<file path="config.mk">
export PLATFORM = sky130hd
export DESIGN_NAME = lc4_processor
export DESIGN_NICKNAME = d
export VERILOG_FILES = /design/src/design/lc4_isa_pkg.sv /design/src/design/lc4_pipe_pkg.sv /design/src/design/lc4_wb_if.sv /design/src/design/lc4_fetch.sv /design/src/design/lc4_decoder.sv /design/src/design/lc4_regfile.sv /design/src/design/lc4_execute.sv /design/src/design/lc4_mem_wb.sv /design/src/design/lc4_processor.sv
export SDC_FILE = /design/constraint.sdc
export NUM_CORES = 1
export LEC_CHECK = 0
export BUFFER_PORTS_ARGS = -buffer_cell sky130_fd_sc_hd__buf_4
export CAP_MARGIN = 10
export CORE_MARGIN = 5
export CORE_UTILIZATION = 30
export CTS_BUF_LIST = sky130_fd_sc_hd__clkbuf_4 sky130_fd_sc_hd__clkbuf_8
export DETAILED_ROUTE_END_ITERATION = 10
export PLACE_DENSITY = 0.48
export SLEW_MARGIN = 20
export SYNTH_ARGS = -nofsm -noshare
export SYNTH_HDL_FRONTEND = slang
export SYNTH_SLANG_ARGS = --single-unit
</file>
<file path="constraint.sdc">
create_clock -name gwe -period 7.9 [get_ports gwe]
set_clock_uncertainty 0.1 [all_clocks]
set_input_delay 0.395 -clock gwe [delete_from_list [all_inputs] [get_ports gwe]]
set_output_delay 0.395 -clock gwe [all_outputs]
set_load 0.05 [all_outputs]
</file>
<file path="src/design/lc4_isa_pkg.sv">
`default_nettype none

package lc4_isa_pkg;

  typedef logic [15:0] word_t;     // one machine word
  typedef logic [2:0]  reg_sel_t;  // r0..r7
  typedef logic [2:0]  nzp_t;      // {n, z, p}

  // major opcodes, insn[15:12]
  localparam logic [3:0] OP_BR    = 4'b0000;
  localparam logic [3:0] OP_ARITH = 4'b0001;
  localparam logic [3:0] OP_AND   = 4'b0101;
  localparam logic [3:0] OP_LDR   = 4'b0110;
  localparam logic [3:0] OP_STR   = 4'b0111;
  localparam logic [3:0] OP_CONST = 4'b1001;

  localparam logic [2:0] SUB_ADD = 3'b000;  // insn[5:3] of ARITH
  localparam logic [2:0] SUB_SUB = 3'b010;
  localparam logic [2:0] SUB_AND = 3'b000;  // register form of AND

  // field lsb positions
  localparam int F_OP  = 12;
  localparam int F_RD  = 9;   // rd, rt of STR, nzp mask of BR
  localparam int F_RS  = 6;
  localparam int F_SUB = 3;
  localparam int F_RT  = 0;
  localparam int F_IMM = 5;   // set for ADD with imm5

  localparam word_t NOP_INSN = 16'h0000;  // BR with empty mask, never taken

  // ADDR is base plus immediate, shared by LDR, STR and ADD imm5
  typedef enum logic [2:0] {ALU_ADD, ALU_SUB, ALU_AND, ALU_PASS_IMM, ALU_ADDR} alu_op_t;

  typedef struct packed {
    reg_sel_t r1sel;
    logic     r1re;
    reg_sel_t r2sel;
    logic     r2re;
    reg_sel_t wsel;
    logic     regfile_we;
    logic     nzp_we;
    logic     is_load;
    logic     is_store;
    logic     is_branch;
    nzp_t     br_mask;
    alu_op_t  alu_op;
    word_t    imm;       // already sign extended
  } ctrl_t;

  // condition code of a result word
  function automatic nzp_t nzp_of(word_t w);
    return {w[15], w == '0, !w[15] && (w != '0)};
  endfunction

endpackage

`default_nettype wire

</file>
<file path="src/design/lc4_pipe_pkg.sv">
`default_nettype none

package lc4_pipe_pkg;

  import lc4_isa_pkg::*;

  typedef logic [1:0] stall_t;  // trace stall code

  localparam stall_t STALL_NONE  = 2'd0;
  localparam stall_t STALL_FLUSH = 2'd2;  // reset and flush bubbles

  localparam word_t RESET_PC = 16'h8200;

  // decode -> execute
  typedef struct packed {
    word_t  pc;
    word_t  insn;
    ctrl_t  ctrl;
    word_t  rs_data;  // regfile read, before bypass
    word_t  rt_data;
    stall_t stall;
  } dx_t;

  // execute -> memory
  typedef struct packed {
    word_t    pc;
    word_t    insn;
    reg_sel_t wsel;
    logic     regfile_we;
    logic     nzp_we;
    logic     is_load;
    logic     is_store;
    word_t    alu;      // result, or address for loads and stores
    word_t    st_data;
    nzp_t     nzp;      // from alu, redone at writeback for loads
    stall_t   stall;
  } xm_t;

endpackage

`default_nettype wire

</file>
<file path="src/design/lc4_wb_if.sv">
`timescale 1ns/1ps
`default_nettype none

// writeback result as seen by the regfile and the execute bypass
interface lc4_wb_if
  import lc4_isa_pkg::*;
();

  reg_sel_t wsel;     // destination register
  logic     we;       // regfile write this cycle
  word_t    data;     // value being written
  logic     nzp_we;
  nzp_t     nzp;      // new condition bits
  nzp_t     cur_nzp;  // nzp register contents

  modport wb_src  (output wsel, we, data, nzp_we, nzp, cur_nzp);
  modport wb_sink (input  wsel, we, data, nzp_we, nzp, cur_nzp);

endinterface

`default_nettype wire

</file>
<file path="src/design/lc4_fetch.sv">
`timescale 1ns/1ps
`default_nettype none

module lc4_fetch
  import lc4_isa_pkg::*, lc4_pipe_pkg::*;
(
  input  wire         gwe,
  input  wire         i_reset,
  input  wire         i_flush,   // taken branch in execute
  input  wire word_t  i_target,
  input  wire word_t  i_insn,    // imem word at o_pc
  output word_t       o_pc,
  output word_t       o_d_pc,
  output word_t       o_d_insn,
  output stall_t      o_d_stall
);

  word_t pc_q;

  always_ff @(posedge gwe) begin
    if (i_reset) pc_q <= RESET_PC;
    else pc_q <= i_flush ? i_target : pc_q + 16'd1;  // redirect wins over sequential
  end

  assign o_pc = pc_q;

  // fetch -> decode, the fetched word dies on a flush
  always_ff @(posedge gwe) begin
    if (i_reset || i_flush) begin
      o_d_insn  <= NOP_INSN;
      o_d_stall <= STALL_FLUSH;
    end else begin
      o_d_insn  <= i_insn;
      o_d_stall <= STALL_NONE;
    end
  end

  always_ff @(posedge gwe) o_d_pc <= pc_q;  // payload only

endmodule

`default_nettype wire

</file>
<file path="src/design/lc4_decoder.sv">
`timescale 1ns/1ps
`default_nettype none

module lc4_decoder
  import lc4_isa_pkg::*;
(
  input  wire word_t i_insn,
  output ctrl_t      o_ctrl
);

  logic [2:0] sub;
  logic       wr;     // writes rd and nzp

  assign sub = i_insn[F_SUB +: 3];

  always_comb begin
    o_ctrl        = '0;         // no writes, no memory access
    o_ctrl.alu_op = ALU_ADD;
    wr            = 1'b0;
    o_ctrl.r1sel  = i_insn[F_RS +: 3];
    o_ctrl.r2sel  = i_insn[F_RT +: 3];
    case (i_insn[F_OP +: 4])
      OP_BR: begin
        o_ctrl.br_mask   = i_insn[F_RD +: 3];
        o_ctrl.is_branch = |i_insn[F_RD +: 3];  // empty mask is a nop
        o_ctrl.imm       = {{7{i_insn[8]}}, i_insn[8:0]};
      end
      OP_ARITH: begin
        if (i_insn[F_IMM]) begin                // ADD rd, rs, imm5
          o_ctrl.r1re   = 1'b1;
          o_ctrl.alu_op = ALU_ADDR;
          o_ctrl.imm    = {{11{i_insn[4]}}, i_insn[4:0]};
          wr            = 1'b1;
        end else if (sub == SUB_ADD || sub == SUB_SUB) begin
          o_ctrl.r1re   = 1'b1;
          o_ctrl.r2re   = 1'b1;
          o_ctrl.alu_op = (sub == SUB_SUB) ? ALU_SUB : ALU_ADD;
          wr            = 1'b1;
        end                                     // MUL, DIV left as nop
      end
      OP_AND: begin
        if (sub == SUB_AND) begin
          o_ctrl.r1re   = 1'b1;
          o_ctrl.r2re   = 1'b1;
          o_ctrl.alu_op = ALU_AND;
          wr            = 1'b1;
        end
      end
      OP_LDR: begin
        o_ctrl.r1re    = 1'b1;                  // base
        o_ctrl.is_load = 1'b1;
        o_ctrl.alu_op  = ALU_ADDR;
        o_ctrl.imm     = {{10{i_insn[5]}}, i_insn[5:0]};
        wr             = 1'b1;
      end
      OP_STR: begin
        o_ctrl.r1re     = 1'b1;
        o_ctrl.r2sel    = i_insn[F_RD +: 3];    // data comes from the rd field
        o_ctrl.r2re     = 1'b1;
        o_ctrl.is_store = 1'b1;
        o_ctrl.alu_op   = ALU_ADDR;
        o_ctrl.imm      = {{10{i_insn[5]}}, i_insn[5:0]};
      end
      OP_CONST: begin
        o_ctrl.alu_op = ALU_PASS_IMM;
        o_ctrl.imm    = {{7{i_insn[8]}}, i_insn[8:0]};
        wr            = 1'b1;
      end
      default: ;                                // unsupported, nop
    endcase
    o_ctrl.wsel       = i_insn[F_RD +: 3];
    o_ctrl.regfile_we = wr;
    o_ctrl.nzp_we     = wr;                     // every rd write sets nzp
  end

endmodule

`default_nettype wire

</file>
<file path="src/design/lc4_regfile.sv">
`timescale 1ns/1ps
`default_nettype none

module lc4_regfile
  import lc4_isa_pkg::*;
(
  input  wire        gwe,
  input  wire        i_reset,
  input  wire reg_sel_t i_rs,
  input  wire reg_sel_t i_rt,
  output word_t      o_rs_data,
  output word_t      o_rt_data,
  lc4_wb_if.wb_sink  wb
);

  word_t regs [8];

  always_ff @(posedge gwe) begin
    if (i_reset) regs <= '{default: '0};
    else if (wb.we) regs[wb.wsel] <= wb.data;
  end

  // write-through, decode sees the value retiring this cycle
  assign o_rs_data = (wb.we && wb.wsel == i_rs) ? wb.data : regs[i_rs];
  assign o_rt_data = (wb.we && wb.wsel == i_rt) ? wb.data : regs[i_rt];

endmodule

`default_nettype wire

</file>
<file path="src/design/lc4_execute.sv">
`timescale 1ns/1ps
`default_nettype none

module lc4_execute
  import lc4_isa_pkg::*, lc4_pipe_pkg::*;
(
  input  wire         gwe,
  input  wire         i_reset,
  input  wire word_t  i_d_pc,
  input  wire word_t  i_d_insn,
  input  wire stall_t i_d_stall,
  input  wire ctrl_t  i_ctrl,
  input  wire word_t  i_rs_data,
  input  wire word_t  i_rt_data,
  lc4_wb_if.wb_sink   wb,
  output logic        o_flush,   // taken branch, kill the two younger insns
  output word_t       o_target,
  output xm_t         o_xm
);

  dx_t   dx_q;
  xm_t   xm_q;
  word_t a;        // bypassed rs
  word_t b;        // bypassed rt, also store data
  word_t alu;
  nzp_t  br_nzp;   // youngest nzp in flight

  // memory stage first since it is younger than writeback
  function automatic word_t bypass(reg_sel_t sel, logic re, word_t rf);
    if (re && xm_q.regfile_we && xm_q.wsel == sel) return xm_q.alu;
    if (re && wb.we && wb.wsel == sel) return wb.data;
    return rf;
  endfunction

  // decode -> execute, flushed insn becomes a bubble
  always_ff @(posedge gwe) begin
    if (i_reset || o_flush) begin
      dx_q       <= '0;
      dx_q.insn  <= NOP_INSN;
      dx_q.stall <= STALL_FLUSH;
    end else begin
      dx_q <= '{pc: i_d_pc, insn: i_d_insn, ctrl: i_ctrl,
                rs_data: i_rs_data, rt_data: i_rt_data, stall: i_d_stall};
    end
  end

  always_comb begin
    a = bypass(dx_q.ctrl.r1sel, dx_q.ctrl.r1re, dx_q.rs_data);
    b = bypass(dx_q.ctrl.r2sel, dx_q.ctrl.r2re, dx_q.rt_data);
  end

  always_comb begin
    case (dx_q.ctrl.alu_op)
      ALU_ADD:      alu = a + b;
      ALU_SUB:      alu = a - b;
      ALU_AND:      alu = a & b;
      ALU_PASS_IMM: alu = dx_q.ctrl.imm;     // CONST
      ALU_ADDR:     alu = a + dx_q.ctrl.imm;
      default:      alu = '0;
    endcase
  end

  // a load in memory still carries its address here, programs keep a gap
  always_comb begin
    if (xm_q.nzp_we) br_nzp = xm_q.nzp;
    else if (wb.nzp_we) br_nzp = wb.nzp;
    else br_nzp = wb.cur_nzp;
  end

  assign o_flush  = dx_q.ctrl.is_branch && |(dx_q.ctrl.br_mask & br_nzp);
  assign o_target = dx_q.pc + 16'd1 + dx_q.ctrl.imm;

  // execute -> memory
  always_ff @(posedge gwe) begin
    if (i_reset) begin
      xm_q       <= '0;
      xm_q.insn  <= NOP_INSN;
      xm_q.stall <= STALL_FLUSH;
    end else begin
      xm_q.pc         <= dx_q.pc;
      xm_q.insn       <= dx_q.insn;
      xm_q.wsel       <= dx_q.ctrl.wsel;
      xm_q.regfile_we <= dx_q.ctrl.regfile_we;
      xm_q.nzp_we     <= dx_q.ctrl.nzp_we;
      xm_q.is_load    <= dx_q.ctrl.is_load;
      xm_q.is_store   <= dx_q.ctrl.is_store;
      xm_q.alu        <= alu;
      xm_q.st_data    <= b;
      xm_q.nzp        <= nzp_of(alu);
      xm_q.stall      <= dx_q.stall;
    end
  end

  assign o_xm = xm_q;

endmodule

`default_nettype wire

</file>
<file path="src/design/lc4_mem_wb.sv">
`timescale 1ns/1ps
`default_nettype none

module lc4_mem_wb
  import lc4_isa_pkg::*, lc4_pipe_pkg::*;
(
  input  wire         gwe,
  input  wire         i_reset,
  input  wire xm_t    i_xm,
  input  wire word_t  i_dmem_data,      // same-cycle read of o_dmem_addr
  output word_t       o_dmem_addr,
  output logic        o_dmem_we,
  output word_t       o_dmem_towrite,
  lc4_wb_if.wb_src    wb,
  output stall_t      o_test_stall,
  output word_t       o_test_pc,
  output word_t       o_test_insn,
  output logic        o_test_regfile_we,
  output reg_sel_t    o_test_regfile_wsel,
  output word_t       o_test_regfile_data,
  output logic        o_test_nzp_we,
  output nzp_t        o_test_nzp_bits
);

  xm_t   w_q;
  word_t ld_q;     // loaded word
  word_t result;
  nzp_t  w_nzp;
  nzp_t  nzp_q;    // architectural nzp

  // memory port, zero when idle
  assign o_dmem_addr    = (i_xm.is_load || i_xm.is_store) ? i_xm.alu : '0;
  assign o_dmem_we      = i_xm.is_store;
  assign o_dmem_towrite = i_xm.is_store ? i_xm.st_data : '0;

  always_ff @(posedge gwe) begin
    if (i_reset) begin
      w_q       <= '0;
      w_q.insn  <= NOP_INSN;
      w_q.stall <= STALL_FLUSH;
    end else begin
      w_q <= i_xm;
    end
  end

  always_ff @(posedge gwe) ld_q <= i_dmem_data;

  assign result = w_q.is_load ? ld_q : w_q.alu;
  assign w_nzp  = w_q.is_load ? nzp_of(ld_q) : w_q.nzp;  // loads set nzp too

  always_ff @(posedge gwe) begin
    if (i_reset) nzp_q <= '0;
    else if (w_q.nzp_we) nzp_q <= w_nzp;
  end

  assign wb.wsel    = w_q.wsel;
  assign wb.we      = w_q.regfile_we;
  assign wb.data    = result;
  assign wb.nzp_we  = w_q.nzp_we;
  assign wb.nzp     = w_nzp;
  assign wb.cur_nzp = nzp_q;

  // retire trace
  assign o_test_stall        = w_q.stall;
  assign o_test_pc           = w_q.pc;
  assign o_test_insn         = w_q.insn;
  assign o_test_regfile_we   = w_q.regfile_we;
  assign o_test_regfile_wsel = w_q.wsel;
  assign o_test_regfile_data = result;
  assign o_test_nzp_we       = w_q.nzp_we;
  assign o_test_nzp_bits     = w_nzp;

endmodule

`default_nettype wire

</file>
<file path="src/design/lc4_processor.sv">
`timescale 1ns/1ps
`default_nettype none

module lc4_processor
  import lc4_isa_pkg::*, lc4_pipe_pkg::*;
(
  input  wire         gwe,                 // pipeline clock
  input  wire         i_reset,
  output word_t       o_cur_pc,            // imem address
  input  wire word_t  i_cur_insn,
  output word_t       o_dmem_addr,
  input  wire word_t  i_cur_dmem_data,
  output logic        o_dmem_we,
  output word_t       o_dmem_towrite,
  output stall_t      o_test_stall,        // 0 real insn, 2 bubble
  output word_t       o_test_pc,
  output word_t       o_test_insn,
  output logic        o_test_regfile_we,
  output reg_sel_t    o_test_regfile_wsel,
  output word_t       o_test_regfile_data,
  output logic        o_test_nzp_we,
  output nzp_t        o_test_nzp_bits
);

  logic   flush;
  word_t  target;
  word_t  d_pc, d_insn;
  stall_t d_stall;
  ctrl_t  ctrl;
  word_t  rs_data, rt_data;
  xm_t    xm;

  lc4_wb_if wb ();

  lc4_fetch u_fetch (.gwe, .i_reset, .i_flush(flush), .i_target(target), .i_insn(i_cur_insn),
                     .o_pc(o_cur_pc), .o_d_pc(d_pc), .o_d_insn(d_insn), .o_d_stall(d_stall));

  lc4_decoder u_dec (.i_insn(d_insn), .o_ctrl(ctrl));

  lc4_regfile u_rf (.gwe, .i_reset, .i_rs(ctrl.r1sel), .i_rt(ctrl.r2sel),
                    .o_rs_data(rs_data), .o_rt_data(rt_data), .wb(wb.wb_sink));

  lc4_execute u_ex (.gwe, .i_reset, .i_d_pc(d_pc), .i_d_insn(d_insn), .i_d_stall(d_stall),
                    .i_ctrl(ctrl), .i_rs_data(rs_data), .i_rt_data(rt_data), .wb(wb.wb_sink),
                    .o_flush(flush), .o_target(target), .o_xm(xm));

  lc4_mem_wb u_mw (.gwe, .i_reset, .i_xm(xm), .i_dmem_data(i_cur_dmem_data),
                   .o_dmem_addr, .o_dmem_we, .o_dmem_towrite, .wb(wb.wb_src),
                   .o_test_stall, .o_test_pc, .o_test_insn, .o_test_regfile_we,
                   .o_test_regfile_wsel, .o_test_regfile_data, .o_test_nzp_we,
                   .o_test_nzp_bits);

endmodule

`default_nettype wire

</file>
==> metrics.md, run 1 <==
| Metric | Value |
|---|---|
| Post-Syn Instances | 2055 |
| Pleak | 0.00810 µW |
| Metal2 WL | 28000 µm |
| Max Slew Vio Count | 0 |
| Fin crit share | 84.7% |
| CTS H-tree lvls | 3 |
| WL met3 | 3210 µm |
| Initial antenna violation count | 1 |
| FF+latch count, synth | 408 |
| Pwr per Cell Area | 209 nW/µm² |
| Via density | 5.00 |
| Inserted Clock Buffers | 71 |
| Startpoint types | flop |
| Synth Net Count | 2125 |
| FP Rows | 90 |
| Finish-stage setup viols | 0 |
| Residual DRC | 0 |
| Crit end category | flop |
| Crit path top cell by count | mux2i_1 |
| Post-synth EDFFs | 0 |
| F_max | 149 MHz |
| Vias post-DR | 14894 |
| CTS tree | done |
| Required @ worst endpoint | 8310 ps |
| Synth Warn # | 0 |
| ANT nets after route | 0 |
| Synth area leader | dfxtp_1 |
| Worst path cell trace | mux2i_1, inv_1, nor2_1, o31a_1, nand4_4, nor4_1, nor2b_1, nand2_1, xor2_1, o221ai_1, ha_1, nand2b_1, mux2i_1, o21ai_0, o311ai_0, a211oi_1, nand4_1, or4_1, a2111oi_1 |
| Postcts setup bufs | 0 |
| Final setup TNS | 0 ps |
| Worst hold slack | 170 ps |
| Synth area leaders | dfxtp_1 44%, a211oi_1 7.4%, nor2_1 5.4% |
| DP Area | 19900 µm² |
| Full die area | 66300 µm² |
| Initial DRT Pass Iterations | 5 |
| DR iter-0 viols | 983 |
| Initial Util | 30.4% |
| Main synth FF type | dfxtp_1 |
| Max_slew headroom | 31.6% |
| Max cap viols | 0 |
| Max incr delay on CP | 990 ps |
| Fraction of layout cells with a size suffix above 1 | 17.1% |
| Met1 wire length | 26400 µm |
| Fillers | 6178 |
| Synthesized cell area | 18400 µm² |
| Final WL | 58900 µm |
| Crit-path max FO | 14 |
| First-pass GRT wire length | 89800 µm |
| Final #Nets | 2217 |
| Max IR drop VDD | 96.9 µV |
| RSZ-0062 raised after global routing | no |
| Crit path arrival time | 7100 ps |
| Tot Pwr | 4530 µW |
| Share of the synthesized area in the top cell type | 44.4% |
| CTS sink count | 408 |
| Post-synthesis cell type count | 80 |
| Pin count of the biggest net entering global routing | 198 |
| Gr ovfl total | 0 |
| Worst skew pair latency | 640 ps |
| GPL Wtd Cong | 0.859 |
| Worst hold path type | input pin to flop |
| Post-synth ARST share | 0% |
| Clock root cell | clkbuf_8 |
| Die width | 258 µm |
| Number of global-route vias before repair | 14707 |
| Slack of the critical path | 1210 ps |
| Place WS | 1450 ps |
| DP HPWL | 38700 µm |
| WP buf/inv | 1 |
| Top Layer Used | met4 |
| Resize count post-CTS | 0 |
| Chip height | 258 µm |
| Mean Syn Cell Area | 8.95 µm² |
| Family with the most delay on the worst path | simple AND/OR/NAND/NOR gates |
| Fin crit period | 6690 ps |
| Gr usage total | 17.2% |
| IO Count | 141 |
| Status | completed |
| CTS Buffer Depth | 3 |
| Placeable Area | 60600 µm² |
| Fin area | 21700 µm² |
| Reg clk slew, reported paths | 60 ps |
| Slowest cell on the critical path | dfxtp_1 |
| Port-buffer cells | 139 |
| Layout area overhead | 18.0% |
| Post-DR wirelength/cell | 19.8 µm |
| Setup CP Type | flop to flop |
| Final hold viol count | 0 |
| Sequential-to-total area share from yosys stat | 44.4% |
| Worst-Margin Slew | 998 ps |
## through the flow
step,utilization (%),cells
2_1_floorplan,-,2055
3_3_place_gp,32.8,2824
3_5_place_dp,32.8,2824
4_1_cts,35.8,2976
5_1_grt,35.8,2977
6_report,35.8,2978
## Yosys cell counts (11+ instances only)
master	count
a31oi_1	22
mux4_2	32
nor3_1	19
o221ai_1	11
clkbuf_1	123
nor2_1	265
xor2_1	32
nand3_1	55
a211oi_1	182
mux2i_1	36
nand2_1	224
and2_1	81
inv_1	39
buf_4	40
and3_1	21
a311oi_1	17
ha_1	34
nand2b_1	11
xnor2_1	36
a21oi_1	47
nor2b_1	107
dfxtp_1	408
o21ai_0	59
## layout by cell type, fill, tap and decap left out, drive strengths merged, types with 11 or more instances in the layout
cell and n:
a211oi 182, clkbuf 108, and2 83, nand2 224, o221ai 11, nor4 13
nand2b 11, ha 34, a311oi 17, o21ai 62, xnor2 36, a31oi 22
dfxtp 408, buf 168, dlygate4sd3 32, inv 43, nand3 55, mux4 32
nor2 265, a21oi 48, and3 21, nor2b 107, xor2 34, nor3 19
mux2i 46
## state kept, by name, indices dropped and copies added (netlist names), 19 cells and up
register   flops
u_ex.dx_q     89
u_rf.regs    128
u_ex.o_xm     70
u_mw.w_q      19
## routing by layer
layer  global-route usage (%)  vias to the layer above
li1                         -                     7299
met1                     22.3                     7099
met2                     28.8                      407
met3                     3.46                       89
met4                     5.81                        0
met5                        0                        -
## cells by family (layout without fill, tap and decap cells)
group | Yosys count | in the layout | share of synthesized area, %
AOI/OAI and AO/OA | 406 | 406 | 15.5
buffers and inverters | 224 | 363 | 5.59
muxes | 83 | 83 | 7.17
other | 1 | 3 | 0.0204
xor gates and xnor gates | 70 | 70 | 3.42
DFF | 408 | 408 | 44.4
and+or+nand+nor | 827 | 827 | 21.4
adders and majority gates | 36 | 36 | 2.53
## report_power, final
part / internal [µW] / switching (µW) / leakage [µW] / total (µW)
registers: 2100 / 44.5 / 0.00331 / 2150
clock network: 1140 / 870 / 0.000770 / 2010
logic: 134 / 233 / 0.00402 / 367
total: 3380 / 1150 / 0.00810 / 4530
## timing repair
action	4_1_cts	5_1_grt
endpoints found under the hold margin	32	0
endpoints found under the setup margin	0	0
hold buffers	32	0
## layout make-up
class                   instances  area (µm²)  area share [%]
flip-flops and latches        408        8170            37.7
repair buffers                201        1610            7.41
inverters                      42         158           0.727
well taps                     782         978            4.51
clock buffers                 107        1330            6.12
clock inverters                13         144           0.663
multi-input cells            1423        9300            42.9
diodes                          2        5.00          0.0231
## worst paths after layout
check / endpoint / from / slack, ps / cells after the start
worst max-delay path: u_ex.o_xm[3] / u_mw.w_q[38] / 1210 / 19
worst min-delay path: u_ex.o_xm[65] / i_reset / 170 / 2
worst max register to register: u_ex.o_xm[3] / u_mw.w_q[38] / 1210 / 19
worst min register to register: u_ex.o_xm[1] / u_ex.dx_q[1] / 300 / 1
Note: power is estimated with default switching activity, not from simulation.
==> run 2: changes to the inputs <==
- ABC_AREA: unset -> 1
- clock period: 7.9 -> 6.2 ns (I/O delays scaled with it)
==> run 2 against run 1 <==
  * Hold slack improved by 36 ps
  * Sequential share of layout area decreased by 1.0 points
  * Cell area increased by 2.8%
  * Register-to-register slack got worse by 90 ps
  * Highest routed layer unchanged
  * Cell count increased by 20%
  * Area after synthesis increased by 2.5%
  * Total power increased by 36%
  * Via count increased by 17%
  * Sequential cell count unchanged
==> metrics.md, run 2 <==
| Metric | Value |
|---|---|
| CTS sink count | 408 |
| DR iter-0 viols | 1300 |
| Setup CP Type | flop to flop |
| Clock root cell | clkbuf_8 |
| Worst-Margin Slew | 1120 ps |
| Post-synth EDFFs | 0 |
| Max Slew Vio Count | 0 |
| Post-synth top cells | 426 x nor2_1, 408 x dfxtp_1, 341 x inv_1 |
| Crit path arrival time | 5540 ps |
| First-pass GRT wire length | 101000 µm |
| Synth area leader | dfxtp_1 |
| Post-DR wirelength/cell | 18.2 µm |
| Fin crit share | 82.0% |
| Required @ worst endpoint | 6650 ps |
| Post-synth ARST share | 0% |
| Final WL | 65200 µm |
| Initial DRT Pass Iterations | 7 |
| Synth area leaders | dfxtp_1 43%, nor2_1 8.5%, o21ai_0 6.9% |
| Post-Syn Instances | 2588 |
| Share of the synthesized area in the top cell type | 43.3% |
| CTS Buffer Depth | 3 |
| Placeable Area | 61900 µm² |
| Finish-stage setup viols | 0 |
| Final hold viol count | 0 |
| Initial Util | 30.4% |
| Gr ovfl total | 0 |
| Met3 GRT Util | 3.75% |
| GR Util met1 | 25.3% |
| GPL Wtd Cong | 0.890 |
| Max_slew headroom | 24.8% |
| Dpl cells | 3418 |
| Crit-path max FO | 21 |
| Fraction of layout cells with a size suffix above 1 | 14.3% |
| Synthesized cell area | 18800 µm² |
| Synth Warn # | 0 |
| Sequential-to-total area share from yosys stat | 43.3% |
| Commonest non-fill, non-tap cell in the layout | nor2_1 |
| Startpoint types | flop |
| Met2 Track Usage GR | 29.6% |
| Layout area overhead | 18.3% |
| Reg clk slew, reported paths | 60 ps |
| Residual DRC | 0 |
| Status | completed |
| Vias post-DR | 17475 |
| Full die area | 67900 µm² |
| Fin area | 22300 µm² |
| Largest register FFs | 128 |
| Synth Net Count | 2658 |
| RSZ-0062 raised after global routing | no |
| FP Rows | 91 |
| Top reg by flops | u_rf.regs |
| Pin count of the biggest net entering global routing | 95 |
| IO Count | 141 |
| Crit end category | flop |
| Post-synthesis cell type count | 52 |
| Max IR drop VDD | 136 µV |
| Gr usage total | 18.9% |
| Pleak | 0.00951 µW |
| Fin crit period | 5080 ps |
| FF+latch count, synth | 408 |
| Via density | 4.88 |
| Chip height | 261 µm |
| Final setup TNS | 0 ps |
| Top-count cell post-synth | nor2_1 |
| Max cap viols | 0 |
| Inserted Clock Buffers | 74 |
| Mean Syn Cell Area | 7.28 µm² |
| Port-buffer cells | 139 |
| Worst skew pair latency | 670 ps |
| Final cell count without fillers | 3582 |
| Main synth FF type | dfxtp_1 |
| Most frequent cells in the layout | 423 x nor2_1, 407 x dfxtp_1, 340 x inv_1 |
| Final #Nets | 2760 |
| DP Area | 20400 µm² |
| Die width | 261 µm |
| Worst hold path type | input pin to flop |
| Initial antenna violation count | 1 |
| GR peak layer | met2 |
| CTS tree | done |
| Pwr per Cell Area | 276 nW/µm² |
| Number of global-route vias before repair | 17592 |
| DP HPWL | 44600 µm |
| CTS H-tree lvls | 3 |
| ANT nets after route | 0 |
| F_max | 197 MHz |
| Tot Pwr | 6150 µW |
[run 2: cell count changes in the layout (fill, tap and decap cells not counted), sizes merged, moves of 44 or more]
cell	change
o21ai	+238
nor2b	-107
a21oi	+150
a211oi	-122
mux2i	-44
inv	+315
nand3	+56
nor2	+173
nand2	+79
and2	-83
[run 2: routing by layer]
metal,routed length [µm],share of wire (%),vias up
li1,-,-,8617
met4,2800,4.3,0
met5,0,0,-
met3,4140,6.3,152
met2,28700,44,565
met1,29600,45,8141
[run 2: power by group]
part	internal [µW]	total (µW)	switching (µW)
Clock	1530	2720	1190
Sequential	2700	2740	42.3
Combinational	207	684	477
Total	4430	6150	1710
[run 2: critical path, stage by stage, from the launching register on]
cell and delay (ps):
dfxtp_1 870, buf_4 310, nand2_1 130, nand2_1 260, nand3_1 120, nand3_1 110
o21ai_2 120, inv_1 100, nor2_1 50, inv_1 100, o31ai_1 80, a32oi_1 170
o21ai_0 160, ha_1 350, a21oi_1 130, a21boi_0 200, nand2_1 140, a21boi_0 310
o21ai_0 190, inv_1 70, o21ai_0 90, or2_2 290, a21oi_1 250, nand3_1 110
nor2_1 100, nor2_1 50
[run 2: stage by stage]
step	hold slack (ps)	utilization (%)	setup slack (ps)
global route	176	36.0	543
CTS	144	36.0	1220
finish	205	36.0	1120
detailed placement	276	32.9	1250
global placement	275	32.9	1250
floorplan	238	-	1830
[run 2: worst paths after layout]
check	endpoint	depth (start not counted)	from	slack, ps
worst min register to register	u_fetch.o_d_pc[15]	0	u_fetch.o_pc[15]	280
worst max register to register	u_ex.o_xm[2]	25	u_mw.w_q[38]	1120
worst min-delay path	u_mw.ld_q[4]	2	i_cur_dmem_data[4]	210
worst max-delay path	u_ex.o_xm[2]	25	u_mw.w_q[38]	1120
[run 2: cell type report]
| class | count | area (µm²) |
|---|---|---|
| clock buffer | 110 | 1420 |
| sequential | 408 | 8170 |
| timing repair buffer | 200 | 1590 |
| clock inverter | 20 | 183 |
| multi-input combinational | 1643 | 8530 |
| antenna | 1 | 2.50 |
| fill | 6607 | 39600 |
| tap | 837 | 1050 |
| inverter | 363 | 1360 |
[run 2: cell families after synthesis]
kind of cell | after synthesis | synth area share (%)
simple gates | 897 | 20.6
compound gates | 679 | 20.4
buf+inv | 537 | 11.7
flops | 408 | 43.3
fa+ha+maj | 36 | 2.47
xor+xnor | 28 | 1.30
mux | 2 | 0.106
other cells | 1 | 0.0199
[run 2: timing repair]
action | 4_1_cts | 5_1_grt
hold buffers | 33 | 0
gates resized for setup | 0 | 0
buffers inserted | 0 | 0
endpoints found under the hold margin | 53 | 0
